File: config.mk
export PLATFORM = sky130hd
export DESIGN_NAME = vint_decode
export DESIGN_NICKNAME = d
export VERILOG_FILES = /design/src/logic/vint_pkg.sv /design/src/logic/vint_decode.sv
export VERILOG_INCLUDE_DIRS = /design/src /design/src/logic
export SDC_FILE = /design/constraint.sdc
export NUM_CORES = 1
export LEC_CHECK = 0
export ABC_AREA = 1
export BUFFER_PORTS_ARGS = -buffer_cell sky130_fd_sc_hd__clkbuf_2
export CAP_MARGIN = 10
export CORE_MARGIN = 10
export CORE_UTILIZATION = 28
export DETAILED_ROUTE_END_ITERATION = 10
export PLACE_DENSITY = 0.86
export SETUP_SLACK_MARGIN = 0.5
export SLEW_MARGIN = 10
export SYNTH_ARGS = -nofsm -noshare
export SYNTH_HDL_FRONTEND = slang
export SYNTH_SLANG_ARGS = --single-unit
File: constraint.sdc
create_clock -name vclk -period 0.8
set_input_delay 0 -clock vclk [all_inputs]
set_output_delay 0 -clock vclk [all_outputs]
set_load 0.005 [all_outputs]
File: src/logic/vint_config.svh
// Width and depth macros for the vector integer lane
`ifndef VINT_CONFIG_SVH
`define VINT_CONFIG_SVH

// Element width
`define VINT_DATA_W 32

// Multiplier digit width, one partial product per digit
`define VINT_DIGIT_W 8

// Divider stages, each resolving VINT_DATA_W / VINT_DIV_STAGES quotient bits
`define VINT_DIV_STAGES 4

`endif
File: src/logic/vint_pkg.sv
// Shared types of the vector integer lane
// Opcode encodings, request, control, pipeline payload and result structs
`include "vint_config.svh"

package vint_pkg;

    typedef logic [`VINT_DATA_W-1:0] vint_data_t;

    localparam int MUL_DIGITS = `VINT_DATA_W / `VINT_DIGIT_W;
    localparam int MUL_PP_W   = `VINT_DATA_W + `VINT_DIGIT_W;

    // Operand category
    typedef enum logic [2:0] {
        OPIVV = 3'b000,
        OPMVV = 3'b010,
        OPIVX = 3'b100,
        OPMVX = 3'b110
    } vint_funct3_e;

    // Standard vector funct6 codes
    // 100101 is vsll in the OPI category and vmul in the OPM category
    typedef enum logic [5:0] {
        F6_VADD      = 6'b000000,
        F6_VSUB      = 6'b000010,
        F6_VRSUB     = 6'b000011,
        F6_VMINU     = 6'b000100,
        F6_VMIN      = 6'b000101,
        F6_VMAXU     = 6'b000110,
        F6_VMAX      = 6'b000111,
        F6_VAND      = 6'b001001,
        F6_VOR       = 6'b001010,
        F6_VXOR      = 6'b001011,
        F6_VDIVU     = 6'b100000,
        F6_VDIV      = 6'b100001,
        F6_VREMU     = 6'b100010,
        F6_VREM      = 6'b100011,
        F6_VMULHU    = 6'b100100,
        F6_VSLL_VMUL = 6'b100101,
        F6_VMULHSU   = 6'b100110,
        F6_VMULH     = 6'b100111,
        F6_VSRL      = 6'b101000,
        F6_VSRA      = 6'b101001
    } vint_funct6_e;

    // Issue request, a is vs1 or the scalar, b is vs2
    typedef struct packed {
        logic         valid;
        vint_funct3_e funct3;
        vint_funct6_e funct6;
        vint_data_t   a;
        vint_data_t   b;
        logic         mask;
    } vint_req_t;

    typedef enum logic [3:0] {
        ALU_ADD,
        ALU_SUB,
        ALU_RSUB,
        ALU_AND,
        ALU_OR,
        ALU_XOR,
        ALU_SLL,
        ALU_SRL,
        ALU_SRA,
        ALU_MINU,
        ALU_MIN,
        ALU_MAXU,
        ALU_MAX
    } vint_alu_op_e;

    typedef struct packed {
        logic         alu_en;
        logic         mul_en;
        logic         div_en;
        vint_alu_op_e alu_op;
        logic         mul_a_signed;
        logic         mul_b_signed;
        logic         mul_upper;
        logic         div_signed;
        logic         div_rem;
        logic         mask;
        vint_data_t   a;
        vint_data_t   b;
    } vint_ctrl_t;

    // Multiplier payload after the partial product stage
    typedef struct packed {
        logic [MUL_DIGITS-1:0][MUL_PP_W-1:0] pp;
        logic                                neg;
        logic                                upper;
        logic                                mask;
    } vint_mul_part_t;

    // Divider payload between stages
    typedef struct packed {
        vint_data_t quo;
        vint_data_t prem;
        vint_data_t divisor;
        logic       quo_neg;
        logic       rem_neg;
        logic       is_rem;
        logic       mask;
    } vint_div_state_t;

    typedef struct packed {
        logic       valid;
        vint_data_t data;
    } vint_res_t;

endpackage

File: src/logic/vint_decode.sv
// Opcode decoder that steers a request to the ALU, multiplier or divider
`timescale 1ns/1ps

module vint_decode (
    input  vint_pkg::vint_req_t  req_i,
    output vint_pkg::vint_ctrl_t ctrl_o
);

    logic is_opi;
    logic is_opm;

    assign is_opi = (req_i.funct3 == vint_pkg::OPIVV) || (req_i.funct3 == vint_pkg::OPIVX);
    assign is_opm = (req_i.funct3 == vint_pkg::OPMVV) || (req_i.funct3 == vint_pkg::OPMVX);

    always_comb begin
        ctrl_o      = '0;
        ctrl_o.mask = req_i.mask;
        ctrl_o.a    = req_i.a;
        ctrl_o.b    = req_i.b;

        if (is_opi) begin
            ctrl_o.alu_en = req_i.valid;
            case (req_i.funct6)
                vint_pkg::F6_VADD:      ctrl_o.alu_op = vint_pkg::ALU_ADD;
                vint_pkg::F6_VSUB:      ctrl_o.alu_op = vint_pkg::ALU_SUB;
                vint_pkg::F6_VRSUB:     ctrl_o.alu_op = vint_pkg::ALU_RSUB;
                vint_pkg::F6_VAND:      ctrl_o.alu_op = vint_pkg::ALU_AND;
                vint_pkg::F6_VOR:       ctrl_o.alu_op = vint_pkg::ALU_OR;
                vint_pkg::F6_VXOR:      ctrl_o.alu_op = vint_pkg::ALU_XOR;
                vint_pkg::F6_VSLL_VMUL: ctrl_o.alu_op = vint_pkg::ALU_SLL;
                vint_pkg::F6_VSRL:      ctrl_o.alu_op = vint_pkg::ALU_SRL;
                vint_pkg::F6_VSRA:      ctrl_o.alu_op = vint_pkg::ALU_SRA;
                vint_pkg::F6_VMINU:     ctrl_o.alu_op = vint_pkg::ALU_MINU;
                vint_pkg::F6_VMIN:      ctrl_o.alu_op = vint_pkg::ALU_MIN;
                vint_pkg::F6_VMAXU:     ctrl_o.alu_op = vint_pkg::ALU_MAXU;
                vint_pkg::F6_VMAX:      ctrl_o.alu_op = vint_pkg::ALU_MAX;
                default:                ctrl_o.alu_en = 1'b0;
            endcase
        end else if (is_opm) begin
            case (req_i.funct6)
                // Low product is the same for every signedness
                vint_pkg::F6_VSLL_VMUL: begin
                    ctrl_o.mul_en       = req_i.valid;
                    ctrl_o.mul_a_signed = 1'b1;
                    ctrl_o.mul_b_signed = 1'b1;
                end
                vint_pkg::F6_VMULH: begin
                    ctrl_o.mul_en       = req_i.valid;
                    ctrl_o.mul_a_signed = 1'b1;
                    ctrl_o.mul_b_signed = 1'b1;
                    ctrl_o.mul_upper    = 1'b1;
                end
                // Signed vs2 times unsigned vs1
                vint_pkg::F6_VMULHSU: begin
                    ctrl_o.mul_en       = req_i.valid;
                    ctrl_o.mul_b_signed = 1'b1;
                    ctrl_o.mul_upper    = 1'b1;
                end
                vint_pkg::F6_VMULHU: begin
                    ctrl_o.mul_en    = req_i.valid;
                    ctrl_o.mul_upper = 1'b1;
                end
                vint_pkg::F6_VDIVU: ctrl_o.div_en = req_i.valid;
                vint_pkg::F6_VDIV: begin
                    ctrl_o.div_en     = req_i.valid;
                    ctrl_o.div_signed = 1'b1;
                end
                vint_pkg::F6_VREMU: begin
                    ctrl_o.div_en  = req_i.valid;
                    ctrl_o.div_rem = 1'b1;
                end
                vint_pkg::F6_VREM: begin
                    ctrl_o.div_en     = req_i.valid;
                    ctrl_o.div_signed = 1'b1;
                    ctrl_o.div_rem    = 1'b1;
                end
                default: ;
            endcase
        end
    end

endmodule

# After elaboration in Yosys (flattened, before gate mapping)
# Index checks and enable logic that the tools add are counted.
totals:
  regBits: 0
  output_inout_bits: 77
op_classes:
  n_eq_ne: 22
  n_mux: 15
  reduce_logical: 12
op_table:
  columns: ["op", "n"]
  rows:
  - ["$eq A6 B6 Y1 const B", 10]
  - ["$pmux W4 S12", 1]
  - ["$eq A6 B3 Y1 const B", 4]
  - ["$eq A6 B4 Y1 const B", 3]
  - ["$reduce_or A13 Y1", 1]
  - ["$eq A6 B2 Y1 const B", 2]
  - ["$mux W5", 2]
  - ["$mux W1", 9]
  - ["$reduce_or A4 Y1", 2]
  - ["$eq A3 B3 Y1 const B", 2]
  - ["$logic_not A6 Y1", 1]
  - ["$reduce_or A2 Y1", 3]
  - ["$reduce_or A3 Y1", 2]
  - ["$mux W2", 2]
  - ["$mux W4", 1]
  - ["$eq A3 B2 Y1 const B", 1]
  - ["$logic_not A3 Y1", 1]
  - ["$logic_or A1 B1 Y1", 2]

# Logic depth before layout (Yosys ltp)
# Gate-level depths: netlist (run 1).
logic_depth:
  ltp_word: 5
  mapped_depth: 7
  ltp_nobuf: 7

# Worst setup path after synthesis (run 1)
# OpenSTA, ideal clock, no wires.
synth_path:
  kind: "input to output"
  start: "input port req_i[68] in the netlist's numbering"
  end: "output port ctrl_o[76] in the netlist's numbering"
  stages: 7
  n_path_buf: 0
  path_slack_ps: 212
  arrival_ps: 588
  path_cell_list: "inv_1 nand2_2 nor2_1 nand2_1 nand2_1 nor2_1 a21oi_1"
synth_lines:
  columns: ["element", "line", "text"]
  rows:
  - ["from (decl)", "vint_decode.sv:5", "input vint_pkg::vint_req_t req_i,"]
  - ["to (decl)", "vint_decode.sv:6", "output vint_pkg::vint_ctrl_t ctrl_o"]

==> run metrics, run 1 <==
peak supply drop 0.150 mV; Worst Hold Depth 0; Die X 74.2 µm; final setup fails 3; fmax roughly 1200 MHz; Yosys top cell area share 0.594; Hold Path Class primary input to output port; Post-DP Area 534 µm²; largest cells by area after synthesis buf_4 (59%), nor2_1 (8.2%), nand3_1 (7.3%); Worst Hold Path EP ctrl_o[39]; Post-DP HPWL 1.59 mm; Synth area leader buf_4; drt wl/cell 15.5 µm; Power Dens Cells 375 mW/mm²; antenna violations before repair 0; crit path buf inv count 3; Yosys warning count 0; Tot GR Track Use 0.0651; WP data arrival around 870 ps; die span in y 74.2 µm; post-route clock period utilization 1.08; Initial Util 0.296; GRT overflow 0; Seq/Total Area, Yosys 0; Final Util 0.259; max_cap viols 0; hold_sp req_i[40]; CP Capture Type output port; Max Slew Vio Count 0; slowest CP cell nor2_4; Final Hold Fails 0; Seq cells 0; area grow syn2layout -12.3%; RePlAce Congestion ~0.9; total number of vias 661; Final Worst Setup Slack -65.7 ps; worst-path cell chain clkbuf_16 -> nor2_4 -> inv_2 -> nor2_4 -> nand2_1 -> nand3_1 -> nor2_1 -> nor2_1 -> buf_2; Register Area 0 µm²; Die ar. 0.00550 mm²; Critical Path RT ~800 ps; fin area 721 µm²; Min Hold Slack 0.00165 ps; library cells used by synthesis 13; WS Path Type primary input to output port; Mapped Nets 212; critical path startpoint category primary input; crit-path leading delay family simple AND/OR/NAND/NOR gates; Port-buffer cells 21; pre-CTS setup slack -113 ps; Max stage delay on crit path about 170 ps; nets approximately 180; failing checks negative setup slack; Slew HR 0.874; Ports 152; CP Depth 9; Worst Path Max Fanout 5; Initial DRT Pass Iterations 4; routed wire length 2.05 mm; leakage power total between 0.3 and 0.4 nW; Antenna Cells 0; clkbuf count 0; vias in the first global route around 650; DRC viols 0; Vias/cell 5.01; Rows 19; Mapped Avg Cell Area 6.00 µm²; fillers 302; largest net degree at the start of global routing 7; Routed Antenna Nets 0; worst-margin pin slew 188 ps; first-pass GRT wire length between 3 and 4 mm; status complete, but fails checks; Min Clock Period, post-route 866 ps; area of the core 0.00278 mm²; synthesized area 822 µm²; unrepaired setup endpoints after global routing true; share of cells above drive strength 1 0.624; Starting DRT DRC Count 13; cells after synthesis 137
## kinds of logic (layout without fill, tap and decap cells)
logic type	after synthesis	count (layout)	synth area share
AND/OR/NAND/NOR	57	58	0.335
AO/OA/AOI/OAI	2	2	0.0122
buffers and inverters	78	41	0.653
## stage by stage
| stage | setup TNS (ps) | power (mW) | instances |
|---|---|---|---|
| global route | -461 | 0.291 | 132 |
| floorplan | 0 | 0.361 | 137 |
| global placement | -344 | 0.173 | 128 |
| CTS | -230 | 0.216 | 130 |
| detailed placement | -373 | 0.177 | 128 |
| finish | -174 | 0.270 | 132 |
## routing by layer
layer | part of all wire | global-route usage | vias to the layer above
met5 | 0 | 0 | -
li1 | - | - | 287
met3 | 0.18 | 0.0479 | 30
met1 | 0.27 | 0.0526 | 281
met4 | 0.083 | 0.0559 | 0
met2 | 0.46 | 0.104 | 63
## report_power, final
part,switching (mW),internal (mW)
clock,0,0
sequential,0,0
combinational,0.148,0.122
total,0.148,0.122
## cells in the final DEF (no fill, tap or decap), types with 2 or more instances in the layout
| cell type | Yosys | final |
|---|---|---|
| nand2_1 | 16 | 10 |
| buf_2 | 0 | 7 |
| nor2_4 | 3 | 8 |
| inv_1 | 8 | 6 |
| a21oi_2 | 0 | 2 |
| nand3_1 | 12 | 9 |
| nand2_2 | 1 | 6 |
| buf_4 | 65 | 8 |
| inv_4 | 0 | 3 |
| nor2_2 | 2 | 4 |
| clkbuf_2 | 0 | 8 |
| nor2_1 | 18 | 12 |
| inv_2 | 4 | 3 |
| nand3_2 | 2 | 4 |
| buf_12 | 0 | 2 |
| nor3_2 | 0 | 3 |
## area by class of cell
cell class | count | area, µm² | share of cell area
inverters | 13 | 56.3 | 0.0781
multi-input cells | 60 | 397 | 0.550
repair buffers | 28 | 229 | 0.318
well taps | 31 | 38.8 | 0.0538
## Yosys cell counts
master and instances:
buf_4 65, nor2_1 18, nand2_1 16, nand3_1 12, inv_1 8, inv_2 4
nor2_4 3, nor3_1 3, a21oi_1 2, nand3_2 2, nor2_2 2, clkinv_1 1
nand2_2 1
## worst max-delay path by stage
stage,start,end,slack [ps]
floorplan,req_i[70],ctrl_o[71],230
finish,req_i[69],ctrl_o[71],-70
CTS,req_i[69],ctrl_o[72],-70
global route,req_i[69],ctrl_o[71],-130
global placement,req_i[69],ctrl_o[71],-110
detailed placement,req_i[69],ctrl_o[72],-110
## timing repair
| action | CTS | global route |
|---|---|---|
| pin swaps | 10 | 13 |
| cloned | 1 | 0 |
| setup buffers | 1 | 2 |
| gates resized for setup | 14 | 38 |
| endpoints found under the setup margin | 12 | 12 |
| hold buffers | 0 | 0 |
(Power assumes the default switching activity.)
==> run 2, diff against run 1 <==
- ABC_AREA: 1 -> 0
- CORE_UTILIZATION: 28 -> 27
- PLACE_DENSITY: 0.86 -> 0.84
==> run 2 against run 1 <==
Compared with the run above: the run still ends with negative setup slack left; die area up 1.7%; sequential cell count unchanged; routed wire length down 13%; critical path depth down 4; first-iteration DRC count down 92%.
==> run metrics, run 2 <==
failing checks negative setup slack (unchanged); Ports 152 (unchanged); fmax 1110 MHz (was 1160 MHz); Min Clock Period, post-route 903 ps (was 866 ps); Final Hold Fails 0 (unchanged); Mapped Nets 189 (was 212); XOR/XNOR Fraction of Synth Area 0.0108 (was 0); Initial DRT Pass Iterations 2 (was 4); share of cells above drive strength 1 0.720 (was 0.624); synthesized area 811 µm² (was 822 µm²); compound-gate portion of the synthesized area 0.0972 (was 0.0122); Routed Antenna Nets 0 (unchanged); pre-CTS setup slack -176 ps (was -113 ps); Starting DRT DRC Count 1 (was 13); Hold Path Class primary input to output port (unchanged); Seq/Total Area, Yosys 0 (unchanged); top-count cell post-synth buf_4 (unchanged); Min Hold Slack 0.00143 ps (was 0.00165 ps); nets 159 (was 178); critical path startpoint category primary input (unchanged); largest net degree at the start of global routing 11 (was 7); area grow syn2layout -9.88% (was -12.3%); Port-buffer cells 21 (unchanged); max_cap viols 0 (unchanged); worst-margin pin slew 241 ps (was 188 ps); total number of vias 543 (was 661); peak supply drop 0.136 mV (was 0.150 mV); vias in the first global route 581 (was 647); Vias/cell 4.81 (was 5.01); status complete, but fails checks (unchanged); Register Area 0 µm² (unchanged); Critical Path RT 800 ps (about the same); Yosys top cell area share 0.620 (was 0.594); WP data arrival 900 ps (was 870 ps); CP Capture Type output port (unchanged); GRT met3 Usage 0.0329 (was 0.0479); Global Route met2 Usage 0.0874 (was 0.104); largest cells by area after synthesis buf_4 (62%), and2_1 (3.1%), nor2b_1 (3.1%) (was buf_4 (59%), nor2_1 (8.2%), nand3_1 (7.3%)); Max Slew Vio Count 0 (unchanged); Yosys warning count 0 (unchanged); Die X 74.8 µm (was 74.2 µm); leakage power total 0.312 nW (was 0.355 nW); DRC viols 0 (unchanged); mux cell area share after synthesis 0 (unchanged); fillers 325 (was 302); largest family of logic cells by synthesized area buffers and inverters (unchanged); RePlAce Congestion 0.753 (was 0.904); cells after synthesis 114 (was 137); Initial Util 0.289 (was 0.296); post-route clock period utilization 1.13 (was 1.08); Post-DP HPWL 1.46 mm (was 1.59 mm); Die ar. 0.00560 mm² (was 0.00550 mm²); Multi-input gate area 392 µm² (was 397 µm²); Final Worst Setup Slack -103 ps (was -65.7 ps); die span in y 74.8 µm (was 74.2 µm); WS Path Type primary input to output port (unchanged); unrepaired setup endpoints after global routing true (unchanged); Tot GR Track Use 0.0595 (was 0.0651); most frequent cells in the layout buf_4 (15), buf_2 (10), clkbuf_2 (6) (was nor2_1 (12), nand2_1 (10), nand3_1 (9)); GR met1 Demand/Resource 0.0638 (was 0.0526); final setup fails 12 (was 3); commonest non-fill, non-tap cell in the layout buf_4 (was nor2_1); Worst Path Max Fanout 2 (was 5); Slew HR 0.839 (was 0.874); Seq cells 0 (unchanged); routed wire length 1.78 mm (was 2.05 mm); antenna violations before repair 0 (unchanged); Synth area leader buf_4 (unchanged); Mapped Avg Cell Area 7.11 µm² (was 6.00 µm²); area of the core 0.00281 mm² (was 0.00278 mm²); Power Dens Cells 379 mW/mm² (was 375 mW/mm²); GRT overflow 0 (unchanged); GR peak layer met2 (unchanged); Antenna Cells 0 (unchanged); clkbuf count 0 (unchanged); simple logic cell fraction of the synthesized area 0.241 (was 0.335); drt wl/cell 15.7 µm (was 15.5 µm); adder-cell share of the synthesized area 0 (unchanged); first-pass GRT wire length 2.79 mm (was 3.01 mm); Rows 19 (unchanged); library cells used by synthesis 26 (was 13)
-- run 2: cell types whose count changed in the layout (fill, tap and decap cells not counted), moves of 4 or more --
| cell | before | now |
|---|---|---|
| and2_1 | 0 | 4 |
| buf_4 | 8 | 15 |
| inv_1 | 6 | 1 |
| nand2_1 | 10 | 2 |
| nand2_2 | 6 | 0 |
| nand3_1 | 9 | 2 |
| nand3_2 | 4 | 0 |
| nor2_1 | 12 | 3 |
| nor2_4 | 8 | 0 |
| o21ai_1 | 0 | 4 |
-- run 2: stage by stage --
step,power [mW],cell area (µm²),utilization,setup TNS (ps),cells
after floorplan,0.386,867,-,0,114
after global placement,0.211,597,0.213,-1540,112
after detailed placement,0.213,597,0.213,-1580,112
after CTS,0.248,677,0.241,-981,112
after global routing,0.303,731,0.260,-1350,113
final,0.277,731,0.260,-712,113
-- run 2: worst max-delay path: stages --
cell       delay, ps
buf_6             90
nand4bb_4        220
or3b_4           390
nor2_1            80
buf_2            120
-- run 2: final cells by class --
| cell class | count | area share |
|---|---|---|
| Multi-Input combinational cell | 43 | 0.536 |
| Tap cell | 31 | 0.0531 |
| Inverter | 1 | 0.00514 |
| Timing Repair Buffer | 38 | 0.406 |
-- run 2: per-layer routing --
layer	vias up	routed length [µm]
met3	22	234
met4	0	111
met1	240	672
met2	38	761
met5	-	0
li1	243	-
-- run 2: logic make-up (layout without fill, tap and decap cells) --
group,Yosys count,in the layout
compound gates,12,12
xor+xnor,1,1
simple gates,30,30
buf+inv,71,39
-- run 2: final timing paths --
kind	from	end	slack, ps	cells past startpoint
worst max-delay path	req_i[69]	ctrl_o[67]	-100	5
worst min-delay path	req_i[12]	ctrl_o[11]	0.001	0
-- run 2: power breakdown --
part	switching [mW]	internal [mW]	leakage [nW]
clock	0	0	0
combinational	0.120	0.157	0.312
sequential	0	0	0
total	0.120	0.157	0.312
-- run 2: timing repair --
item                                   4_1_cts  5_1_grt
gates cloned                                 0        0
resized for setup                           19       27
setup endpoints to repair                   12       12
pin swaps                                    8        8
setup buffers                                0        1
endpoints found under the hold margin        0        0
hold buffers                                 0        0
